==> config.mk <==
export PLATFORM = sky130hd
export DESIGN_NAME = vid_out_top
export DESIGN_NICKNAME = d
export VERILOG_FILES = /design/src/design/vid_pkg.sv /design/src/design/vid_pixel_if.sv /design/src/design/vid_sync_decode.sv /design/src/design/osd_overlay.sv /design/src/design/vga_out_stage.sv /design/src/design/vid_out_top.sv
export VERILOG_INCLUDE_DIRS = /design/src /design/src/include
export SDC_FILE = /design/constraint.sdc
export NUM_CORES = 1
export LEC_CHECK = 0
export BUFFER_PORTS_ARGS = -buffer_cell sky130_fd_sc_hd__buf_4
export CAP_MARGIN = 20
export CORE_MARGIN = 2
export CORE_UTILIZATION = 47
export CTS_BUF_LIST = sky130_fd_sc_hd__clkbuf_2 sky130_fd_sc_hd__clkbuf_4 sky130_fd_sc_hd__clkbuf_8
export DETAILED_ROUTE_END_ITERATION = 10
export PLACE_DENSITY = 0.76
export RECOVER_POWER = 100
export SYNTH_ARGS = -nofsm -noshare
export SYNTH_HDL_FRONTEND = slang
export SYNTH_SLANG_ARGS = --single-unit
==> constraint.sdc <==
create_clock -name clk_vid -period 0.95 [get_ports clk_vid]
set_input_delay 0.095 -clock clk_vid [delete_from_list [all_inputs] [get_ports clk_vid]]
set_output_delay 0.095 -clock clk_vid [all_outputs]
set_load 0.05 [all_outputs]
==> src/include/vid_defines.svh <==
// Project-wide widths, OSD colour levels and pipeline depth for the video path
// Include in any file that needs a width or level and not just a package type

`ifndef VID_DEFINES_SVH
`define VID_DEFINES_SVH

////////////////////////////////////////////////////////////
// Channel widths
////////////////////////////////////////////////////////////
`define VID_CHAN_W 8          // Chipset colour channel
`define VGA_WIDTH 6           // Colour bits per channel at the VGA pins

////////////////////////////////////////////////////////////
// On-screen display colour levels
////////////////////////////////////////////////////////////
`define OSD_LEVEL_W 2
`define OSD_ON_LEVEL 2'd3         // Pixel set, all channels
`define OSD_OFF_LEVEL 2'd0        // Background red and green
`define OSD_OFF_BLUE_LEVEL 2'd2   // Background blue gives the blue tint

// Input sample to VGA pins, in clk_vid cycles
`define VID_PIPE_DEPTH 3

`endif

==> src/design/vid_pkg.sv <==
// Width types shared along the video output path
// Modules and the pixel interface reach these through vid_pkg:: names

`include "vid_defines.svh"

package vid_pkg;

  ////////////////////////////////////////////////////////////
  // Colour types
  ////////////////////////////////////////////////////////////

  // Full chipset colour channel
  typedef logic [`VID_CHAN_W-1:0] chan_t;

  // Truncated channel as driven onto the VGA DAC
  typedef logic [`VGA_WIDTH-1:0] vga_chan_t;

  // OSD level that replaces the top bits of a channel
  typedef logic [`OSD_LEVEL_W-1:0] osd_level_t;

endpackage

==> src/design/vid_pixel_if.sv <==
// One pixel with its syncs between two stages of the video pipeline
// Valid on every clk_vid cycle, there is no handshake

`timescale 1ns/1ps

interface vid_pixel_if;

  vid_pkg::chan_t red;
  vid_pkg::chan_t green;
  vid_pkg::chan_t blue;
  logic hs;           // Active low as received
  logic vs;
  logic cs;           // Composite sync
  logic force_csync;  // Route cs to the VGA hsync pin

  modport source (
    output red, green, blue,
    output hs, vs, cs,
    output force_csync
  );

  modport sink (
    input red, green, blue,
    input hs, vs, cs,
    input force_csync
  );

endinterface

==> src/design/vid_sync_decode.sv <==
// Input capture of the chipset pixel stream in the clk_vid domain
// Registers colour, syncs and OSD bits and decodes the forced composite sync

`timescale 1ns/1ps

module vid_sync_decode (
  input  logic           clk_vid,
  input  logic           rst,
  input  vid_pkg::chan_t red,
  input  vid_pkg::chan_t green,
  input  vid_pkg::chan_t blue,
  input  logic           hs,
  input  logic           vs,
  input  logic           cs,
  input  logic           osd_window,
  input  logic           osd_pixel,
  input  logic           selcsync,    // Chipset asks for composite sync
  input  logic           ypbpr,       // Component output needs csync
  input  logic           no_csync,    // User override of selcsync
  vid_pixel_if.source    cap,
  output logic           osd_window_q,
  output logic           osd_pixel_q
);

  logic force_csync;

  // YPbPr always wants csync, otherwise follow the chipset unless vetoed
  assign force_csync = ypbpr | (selcsync & ~no_csync);

  ////////////////////////////////////////////////////////////
  // Capture register
  ////////////////////////////////////////////////////////////
  always_ff @(posedge clk_vid) begin
    if (rst) begin
      cap.red         <= '0;
      cap.green       <= '0;
      cap.blue        <= '0;
      cap.hs          <= 1'b0;
      cap.vs          <= 1'b0;
      cap.cs          <= 1'b0;
      cap.force_csync <= 1'b0;
      osd_window_q    <= 1'b0;
      osd_pixel_q     <= 1'b0;
    end else begin
      cap.red         <= red;
      cap.green       <= green;
      cap.blue        <= blue;
      cap.hs          <= hs;
      cap.vs          <= vs;
      cap.cs          <= cs;
      cap.force_csync <= force_csync;
      osd_window_q    <= osd_window;  // Kept in step with the pixel
      osd_pixel_q     <= osd_pixel;
    end
  end

  // YPbPr mode must show up as forced csync one cycle later
  a_ypbpr_forces_csync : assert property (
    @(posedge clk_vid) disable iff (rst)
    ypbpr |=> cap.force_csync
  );

endmodule

==> src/design/osd_overlay.sv <==
// OSD overlay stage between capture and the VGA output stage
// Inside the OSD window the top two bits of each channel carry the OSD level

`timescale 1ns/1ps

`include "vid_defines.svh"

module osd_overlay (
  input  logic        clk_vid,
  input  logic        rst,
  vid_pixel_if.sink   src,
  input  logic        osd_window,
  input  logic        osd_pixel,
  vid_pixel_if.source dst
);

  vid_pkg::osd_level_t level_rg;
  vid_pkg::osd_level_t level_b;
  vid_pkg::chan_t      red_mix;
  vid_pkg::chan_t      green_mix;
  vid_pkg::chan_t      blue_mix;

  // Level on top, picture shifted down underneath
  function automatic vid_pkg::chan_t osd_mix(
    input vid_pkg::osd_level_t level,
    input vid_pkg::chan_t      pix
  );
    osd_mix = {level, pix[`VID_CHAN_W-1 -: `VID_CHAN_W-`OSD_LEVEL_W]};
  endfunction

  always_comb begin
    level_rg = osd_pixel ? `OSD_ON_LEVEL : `OSD_OFF_LEVEL;
    level_b  = osd_pixel ? `OSD_ON_LEVEL : `OSD_OFF_BLUE_LEVEL;
    if (osd_window) begin
      red_mix   = osd_mix(level_rg, src.red);
      green_mix = osd_mix(level_rg, src.green);
      blue_mix  = osd_mix(level_b, src.blue);
    end else begin
      red_mix   = src.red;    // Outside the window
      green_mix = src.green;
      blue_mix  = src.blue;
    end
  end

  always_ff @(posedge clk_vid) begin
    if (rst) begin
      dst.red         <= '0;
      dst.green       <= '0;
      dst.blue        <= '0;
      dst.hs          <= 1'b0;
      dst.vs          <= 1'b0;
      dst.cs          <= 1'b0;
      dst.force_csync <= 1'b0;
    end else begin
      dst.red         <= red_mix;
      dst.green       <= green_mix;
      dst.blue        <= blue_mix;
      dst.hs          <= src.hs;          // Syncs follow the pixel
      dst.vs          <= src.vs;
      dst.cs          <= src.cs;
      dst.force_csync <= src.force_csync;
    end
  end

  // Closed window means the colour only gains one cycle of delay
  a_window_clear_passes : assert property (
    @(posedge clk_vid) disable iff (rst)
    !osd_window |=> (dst.red == $past(src.red))
  );

endmodule

==> src/design/vga_out_stage.sv <==
// Final VGA register stage with sync polarity and composite sync selection
// Colours are cut down to the VGA pin width here

`timescale 1ns/1ps

`include "vid_defines.svh"

module vga_out_stage (
  input  logic               clk_vid,
  input  logic               rst,
  vid_pixel_if.sink          src,
  input  logic               hsyncpol,  // Quasi-static, read unregistered
  input  logic               vsyncpol,
  output logic               vga_hs,
  output logic               vga_vs,
  output vid_pkg::vga_chan_t vga_r,
  output vid_pkg::vga_chan_t vga_g,
  output vid_pkg::vga_chan_t vga_b
);

  logic hs_next;
  logic vs_next;
  logic [$clog2(`VID_PIPE_DEPTH+1)-1:0] settle_cnt;

  ////////////////////////////////////////////////////////////
  // Sync selection
  ////////////////////////////////////////////////////////////
  always_comb begin
    if (src.force_csync) begin
      hs_next = src.cs;       // Csync goes out on the hsync pin
      vs_next = 1'b1;
    end else begin
      hs_next = src.hs ^ hsyncpol;
      vs_next = src.vs ^ vsyncpol;
    end
  end

  always_ff @(posedge clk_vid) begin
    if (rst) begin
      vga_hs <= 1'b0;
      vga_vs <= 1'b0;
      vga_r  <= '0;
      vga_g  <= '0;
      vga_b  <= '0;
    end else begin
      vga_hs <= hs_next;
      vga_vs <= vs_next;
      vga_r  <= src.red[`VID_CHAN_W-1 -: `VGA_WIDTH];    // Keep the MSBs
      vga_g  <= src.green[`VID_CHAN_W-1 -: `VGA_WIDTH];
      vga_b  <= src.blue[`VID_CHAN_W-1 -: `VGA_WIDTH];
    end
  end

  ////////////////////////////////////////////////////////////
  // Pipeline fill tracking
  ////////////////////////////////////////////////////////////
  always_ff @(posedge clk_vid) begin
    if (rst) begin
      settle_cnt <= '0;
    end else if (settle_cnt != `VID_PIPE_DEPTH) begin
      settle_cnt <= settle_cnt + 1'b1;  // Saturates once the pipe is full
    end
  end

  // Whole pipeline filled from the inputs, so nothing may be X
  a_outputs_known : assert property (
    @(posedge clk_vid) disable iff (rst)
    (settle_cnt == `VID_PIPE_DEPTH) |-> !$isunknown({vga_hs, vga_vs, vga_r, vga_g, vga_b})
  );

endmodule

==> src/design/vid_out_top.sv <==
// Top of the clk_vid video output path from chipset pixels to VGA pins
// Capture, OSD overlay and output stage give three cycles of latency

`timescale 1ns/1ps

module vid_out_top (
  input  logic               clk_vid,
  input  logic               rst,
  input  vid_pkg::chan_t     red,
  input  vid_pkg::chan_t     green,
  input  vid_pkg::chan_t     blue,
  input  logic               hs,
  input  logic               vs,
  input  logic               cs,
  input  logic               osd_window,
  input  logic               osd_pixel,
  input  logic               selcsync,
  input  logic               ypbpr,
  input  logic               no_csync,
  input  logic               hsyncpol,
  input  logic               vsyncpol,
  output logic               vga_hs,
  output logic               vga_vs,
  output vid_pkg::vga_chan_t vga_r,
  output vid_pkg::vga_chan_t vga_g,
  output vid_pkg::vga_chan_t vga_b
);

  logic osd_window_q;
  logic osd_pixel_q;

  vid_pixel_if cap_bus ();  // Capture to overlay
  vid_pixel_if mix_bus ();  // Overlay to output

  vid_sync_decode i_decode (
    .clk_vid      (clk_vid),
    .rst          (rst),
    .red          (red),
    .green        (green),
    .blue         (blue),
    .hs           (hs),
    .vs           (vs),
    .cs           (cs),
    .osd_window   (osd_window),
    .osd_pixel    (osd_pixel),
    .selcsync     (selcsync),
    .ypbpr        (ypbpr),
    .no_csync     (no_csync),
    .cap          (cap_bus),
    .osd_window_q (osd_window_q),
    .osd_pixel_q  (osd_pixel_q)
  );

  osd_overlay i_overlay (
    .clk_vid    (clk_vid),
    .rst        (rst),
    .src        (cap_bus),
    .osd_window (osd_window_q),
    .osd_pixel  (osd_pixel_q),
    .dst        (mix_bus)
  );

  vga_out_stage i_out (
    .clk_vid  (clk_vid),
    .rst      (rst),
    .src      (mix_bus),
    .hsyncpol (hsyncpol),
    .vsyncpol (vsyncpol),
    .vga_hs   (vga_hs),
    .vga_vs   (vga_vs),
    .vga_r    (vga_r),
    .vga_g    (vga_g),
    .vga_b    (vga_b)
  );

endmodule

==> key figures, run 1 <==
STA
  – Worst Clk Skew: approximately 0.0023 ns
  – Max Clk Rate: 1.07 GHz
  – Fin. Hold Viols: 0
  – Setup TNS: 0 ns
  – Slew Viols, Final: 0
  – Slew margin rel.: between 90% and 100%
  – Final setup violation count: 0
  – Period minus WS final: ~0.94 ns
  – Final period utilization: approximately 99%
  – Slew @ Worst Pin: approximately 0.14 ns

Floorplan
  – Die area: 4700 um2
  – Die W: 68.5 um
  – Row cnt: 23
  – Die Ht: 68.5 um
  – IO Pins: 56
  – Initial core utilization: approximately half
  – Core Area: between 4000 and 5000 um2

Worst hold path
  – Hold Path Stages: 3
  – Hold path startpoint: no_csync
  – Hold EP: i_decode.cap.force_csync
  – Hold Path Class: in -> reg

Pwr
  – Switching Share: 21.9%
  – Internal: around 0.0042 W
  – Maximum VDD drop: approximately 0.0011 V
  – NetSw: 0.00117 W
  – Reg power frac: a little under three fifths
  – Leak: roughly 1.2 nW
  – Pwr dens: 1890 nW/um2
  – Clock network fraction of design power: a little over a third
  – Combinational share of power: 10.4%

Setup path
  – Register-to-Register Path Depth: 3
  – Worst reg2reg endpoint: i_overlay.dst.blue[5]
  – Worst EP arrival: between 0.8 and 0.9 ns
  – Critical path class: reg -> out
  – Critical path peak fanout: 1
  – WP data required: 0.85 ns
  – Worst-path cell chain: buf_6
  – CP max stage delay: around 0.35 ns
  – Critical path's slowest cell: dfxtp_1
  – R2r setup slk: about 0.060 ns
  – CP startpoint kind: register
  – Buf+Inv Stages, Crit Path: 1
  – CP Capture Type: primary output
  – Critical R2R Launch: i_decode.osd_window_q
  – CP top delay family: flip-flops

CTS
  – H-tree depth: 3
  – Root buf cell: clkbuf_8
  – Max Buffers Root-to-Sink: 2
  – CTS tree: done
  – Clock Pin Slew Worst Setup and Hold Paths: about 0.060 ns
  – CTS sink cnt: 66
  – Setup Buffers After CTS: 0
  – TritonCTS buffer count: 9
  – Worst-skew pair later-pin latency: around 0.33 ns

Detailed routing
  – DRC viols: 0
  – Drt total wl: 3320 um
  – DR iter-0 viols: 36
  – Routed Antenna Nets: 0
  – Vias per Instance: between 4 and 5
  – Vias: between 1,000 and 1,500
  – DRT Pass-1 Iters: 4
  – Routed wire per std cell: approximately 11 um

Global route
  – Number of global-route vias before repair: about 1,200
  – Global-route wire length before repair: around 4900 um
  – Pin count of the biggest net entering global routing: 20
  – Tot GR Track Use: 15.4%
  – Congestion Overflow GR: 0
  – Initial antenna violation count: 0

Status
  – Status: finished, final reports clean

Job
  – # Max-Cap Violations: 0

Layout
  – Most frequent cells in the layout: dfxtp_1 (63), nor2b_1 (46), clkbuf_4 (25), dlygate4sd3_1 (24), buf_4 (18)
  – Post-route insts no fill: approximately 300
  – Area Growth Syn to Fin: 44.8%
  – Post-route core utilization: a little under three quarters
  – # diodes: 0
  – Nets: about 280
  – Most common cell after layout, fill and taps aside: dfxtp_1
  – Share of layout cells above drive strength 1: 28.6%

Synth
  – Post-synth top area share: between 60% and 70%
  – #FFs+latches synth: 66
  – Mapped Area: between 1500 and 2000 um2
  – Mapped Nets: just over 200
  – Yosys top cell by area: dfxtp_1
  – Syn Area/Cell: approximately 12 um2
  – Top post-synthesis cells by area: dfxtp_1 (68%), nor2b_1 (15%), mux2i_1 (6.1%)
  – Sequential cell area fraction in the yosys report: approximately 68%
  – Ys Warns: 0
  – Synth Instances: about 170
  – Synth unique cells: 13

Place
  – IO buf count: 49
  – Placed cell count: roughly 260
  – Gpl congestion: about 0.64
  – Dpl hpwl: between 1500 and 2000 um
per-stage QoR:
stage               area [um2]  worst slack (ns)  total power [W]  hold WS, ns
finish                    2830            0.0131          0.00536       0.0503
global route              2830          -0.00747          0.00558       0.0604
CTS                       2780           0.00136          0.00540       0.0159
global placement          2370            0.0820          0.00345        0.305
floorplan                 1960            0.0610          0.00329        0.223
detailed placement        2370            0.0536          0.00346        0.310
synth_stat cells:
cell type  count
dfxtp_1       66
buf_2          7
a211oi_1       1
buf_6          1
xnor2_1        2
nand2b_1       6
nand2_1        1
nor2b_1       46
buf_12         1
mux2i_1       12
nor2_1        14
inv_1          2
a21oi_1        7
power groups by stage:
stage	Clock [W]	Combinational [W]	Sequential [W]
after global routing	0.00202	0.000599	0.00296
final	0.00186	0.000556	0.00295
after floorplan	0	0.000187	0.00310
after detailed placement	0	0.000459	0.00300
after CTS	0.00191	0.000543	0.00294
after global placement	0	0.000454	0.00300
flip-flops by register name, summed over array words and instances, names as in the netlist:
register and flops:
i_decode.cap.blue 6, i_decode.cap.green 6, i_decode.cap.red 6, i_out.vga_b 6
i_out.vga_g 6, i_out.vga_r 6, i_overlay.dst.blue 6, i_overlay.dst.green 6
i_overlay.dst.red 6, i_decode.cap.cs 1, i_decode.cap.force_csync 1, i_decode.cap.hs 1
i_decode.cap.vs 1, i_decode.osd_pixel_q 1, i_decode.osd_window_q 1, i_out.vga_hs 1
i_out.vga_vs 1, i_overlay.dst.cs 1, i_overlay.dst.force_csync 1, i_overlay.dst.hs 1
i_overlay.dst.vs 1
logic make-up (layout without fill, tap and decap cells):
logic type                Yosys count  in the layout  synth area share, %
buffers and inverters              11             93                 3.77
and+or+nand+nor                    67             67                 19.5
AOI/OAI and AO/OA                   8              8                 2.17
DFF                                66             66                 67.5
muxes                              12             12                 6.14
xor gates and xnor gates            2              2                0.895
timing repair:
action,4_1_cts,5_1_grt
hold endpoints to repair,24,0
hold buffers,24,0
resized for setup,4,11
cloned,0,1
setup endpoints to repair,4,12
worst max-delay path by stage:
stage,start,endpoint,slack (ns),cells past startpoint
final,i_out.vga_r[0],vga_r[0],0.01,1
after global routing,i_out.vga_r[0],vga_r[0],-0.007,1
after CTS,i_out.vga_g[3],vga_g[3],0.001,1
after detailed placement,i_decode.osd_window_q,i_overlay.dst.blue[2],0.05,3
after global placement,i_decode.osd_window_q,i_overlay.dst.blue[2],0.08,3
after floorplan,i_decode.osd_window_q,i_overlay.dst.blue[4],0.06,4
per-layer routing:
metal  share of wire (%)  global-route usage, %
met1                  43                   16.3
met3                 4.9                   6.33
met2                  50                   24.0
met5                   0                      0
met4                 2.3                   12.0
final cells by class:
class                   count  area [um2]
multi-input cells          89         564
fillers                   285        1170
clock buffers              11         145
clock inverters             1        5.00
well taps                  50        62.6
flip-flops and latches     66        1330
repair buffers             79         724
inverters                   2        7.51
Note: power is estimated with default switching activity, not from simulation.
==> run 2, diff against run 1 <==
--- a/config.mk
+++ b/config.mk
@@ -14,6 +14,7 @@
 export DETAILED_ROUTE_END_ITERATION = 10
 export PLACE_DENSITY = 0.76
 export RECOVER_POWER = 100
+export SETUP_SLACK_MARGIN = 0.2
 export SYNTH_ARGS = -nofsm -noshare
 export SYNTH_HDL_FRONTEND = slang
 export SYNTH_SLANG_ARGS = --single-unit
==> key figures, run 2 (synthesis results as in run 1) <==
Layout
  – Post-route core utilization: 77.0% (+6.2 points)
  – Post-route insts no fill: 298 (unchanged)
  – Share of layout cells above drive strength 1: 41.5% (+13 points)
  – # diodes: 0 (unchanged)
  – Most common cell after layout, fill and taps aside: nor2b_1
  – Most frequent cells in the layout: nor2b_1 (46), dfxtp_1 (45), buf_4 (30), dlygate4sd3_1 (21)
  – Area Growth Syn to Fin: 57.5%
  – Nets: 279 (-1.4%)

Worst hold path
  – Hold path startpoint: cs
  – Hold Path Stages: 2 (-1)
  – Hold EP: i_decode.cap.cs
  – Hold Path Class: in -> reg

Detailed routing
  – DR iter-0 viols: 60 (+67%)
  – Drt total wl: 3670 um (+10%)
  – Routed Antenna Nets: 0 (unchanged)
  – DRC viols: 0 (unchanged)
  – Vias: 1,316 (+1.5%)
  – Routed wire per std cell: 12.3 um (+10%)
  – DRT Pass-1 Iters: 4 (unchanged)
  – Vias per Instance: 4.42 (+1.5%)

Pwr
  – Leak: 1.30 nW (+6.4%)
  – Maximum VDD drop: 0.00172 V (+62%)
  – Pwr dens: 1940 nW/um2 (+2.8%)

STA
  – Max Clk Rate: 1.09 GHz (+2.1%)
  – Worst hold slack: -0.000614 ns (-0.0509 ns)
  – Fin. Hold Viols: 1 (+1)
  – Slew @ Worst Pin: 0.211 ns (+0.0716 ns)
  – Period minus WS final: 0.918 ns (-0.0192 ns)
  – RSZ-0062 raised after global routing: yes
  – Setup ws final: 0.0323 ns (+0.0192 ns)
  – Final period utilization: 96.6% (-2.0 points)
  – Worst Clk Skew: 0.00628 ns (+0.00401 ns)
  – Setup TNS: 0 ns (unchanged)
  – Slew Viols, Final: 0 (unchanged)
  – Slew margin rel.: 85.9% (-4.5 points)
  – Final setup violation count: 0 (unchanged)

Global route
  – Initial antenna violation count: 0 (unchanged)
  – Tot GR Track Use: 18.0% (+2.7 points)
  – Congestion Overflow GR: 0 (unchanged)
  – Global-route wire length before repair: 5780 um (+18%)
  – Pin count of the biggest net entering global routing: 46 (+130%)
  – Number of global-route vias before repair: 1,293 (+8.8%)

Place
  – Placed cell count: 260 (-0.38%)
  – Dpl hpwl: 1840 um (-3.8%)
  – Gpl congestion: 0.642 (+0.71%)
  – IO buf count: 49 (unchanged)
  – Pre-CTS WS: 0.0781 ns (+0.0245 ns)

CTS
  – Clock Pin Slew Worst Setup and Hold Paths: 0.06 ns (about the same)
  – Worst-skew pair later-pin latency: 0.33 ns (about the same)
  – Setup Buffers After CTS: 0 (unchanged)
  – CTS tree: done
  – TritonCTS buffer count: 9 (unchanged)
  – Root buf cell: clkbuf_8
  – Max Buffers Root-to-Sink: 2 (unchanged)
  – H-tree depth: 3 (unchanged)
  – CTS sink cnt: 66 (unchanged)

Setup path
  – Critical path's slowest cell: dfxtp_2
  – CP Capture Type: primary output
  – Critical path class: reg -> out
  – Worst-path cell chain: buf_8
  – CP startpoint kind: register
  – Register-to-Register Path Depth: 3 (unchanged)
  – Critical path peak fanout: 1 (unchanged)
  – Worst EP arrival: 0.82 ns (-0.02 ns)
  – Buf+Inv Stages, Crit Path: 1 (unchanged)
  – CP max stage delay: 0.35 ns (about the same)
  – Worst reg2reg endpoint: i_overlay.dst.green[3]
  – R2r setup slk: 0.05 ns (about the same)
  – CP top delay family: flip-flops
  – WP data required: 0.85 ns (about the same)
  – Critical R2R Launch: i_decode.osd_window_q

Floorplan
  – Die area: 4700 um2 (unchanged)
  – Die Ht: 68.5 um (unchanged)
  – Row cnt: 23 (unchanged)
  – Die W: 68.5 um (unchanged)
  – Initial core utilization: 48.9% (unchanged)
  – Core Area: 4000 um2 (unchanged)
  – IO Pins: 56 (unchanged)

Job
  – # Max-Cap Violations: 0 (unchanged)

Status
  – Status: complete, but fails checks
  – Failing checks: hold timing
==> run 2: report_power, final <==
group | internal (W) | switching, W | total [W] | leakage [nW]
logic | 0.000356 | 0.000270 | 0.000626 | 0.636
registers | 0.00291 | 0.0000654 | 0.00297 | 0.553
clock network | 0.00144 | 0.000956 | 0.00240 | 0.111
total | 0.00470 | 0.00129 | 0.00599 | 1.30
==> run 2: through the flow <==
step / total power [W] / area (um2)
2_1_floorplan: 0.00329 / 1960
3_3_place_gp: 0.00346 / 2380
3_5_place_dp: 0.00346 / 2380
4_1_cts: 0.00601 / 3020
5_1_grt: 0.00622 / 3080
6_report: 0.00599 / 3080
==> run 2: how the worst max path moves through the flow <==
stage	start	to	cells after the start
2_1_floorplan	i_decode.osd_window_q	i_overlay.dst.blue[4]	4
3_5_place_dp	i_decode.osd_window_q	i_overlay.dst.blue[3]	3
4_1_cts	i_out.vga_r[0]	vga_r[0]	1
3_3_place_gp	i_decode.osd_window_q	i_overlay.dst.blue[2]	3
5_1_grt	i_decode.osd_window_q	i_overlay.dst.blue[4]	3
6_report	i_out.vga_r[0]	vga_r[0]	1
==> run 2: final cells by class <==
cell class / instances / area, um2
Clock buffer: 14 / 174
Clock inverter: 2 / 35.0
Fill cell: 232 / 918
Inverter: 2 / 7.51
Multi-Input combinational cell: 89 / 638
Sequential cell: 66 / 1350
Tap cell: 50 / 62.6
Timing Repair Buffer: 75 / 815
==> run 2: routing by layer <==
metal / GRT usage [%] / part of all wire [%] / up-vias
met5: 0 / 0 / -
met4: 12.3 / 2.9 / 0
met3: 6.98 / 5.3 / 12
met2: 30.2 / 52 / 40
met1: 18.6 / 39 / 591
li1: - / - / 673
==> run 2: timing repair <==
action | in CTS | in global routing
gates cloned | 1 | 0
endpoints found under the setup margin | 37 | 39
hold buffers | 21 | 0
gates resized for setup | 62 | 15
pin swaps | 5 | 4
hold endpoints to repair | 21 | 0
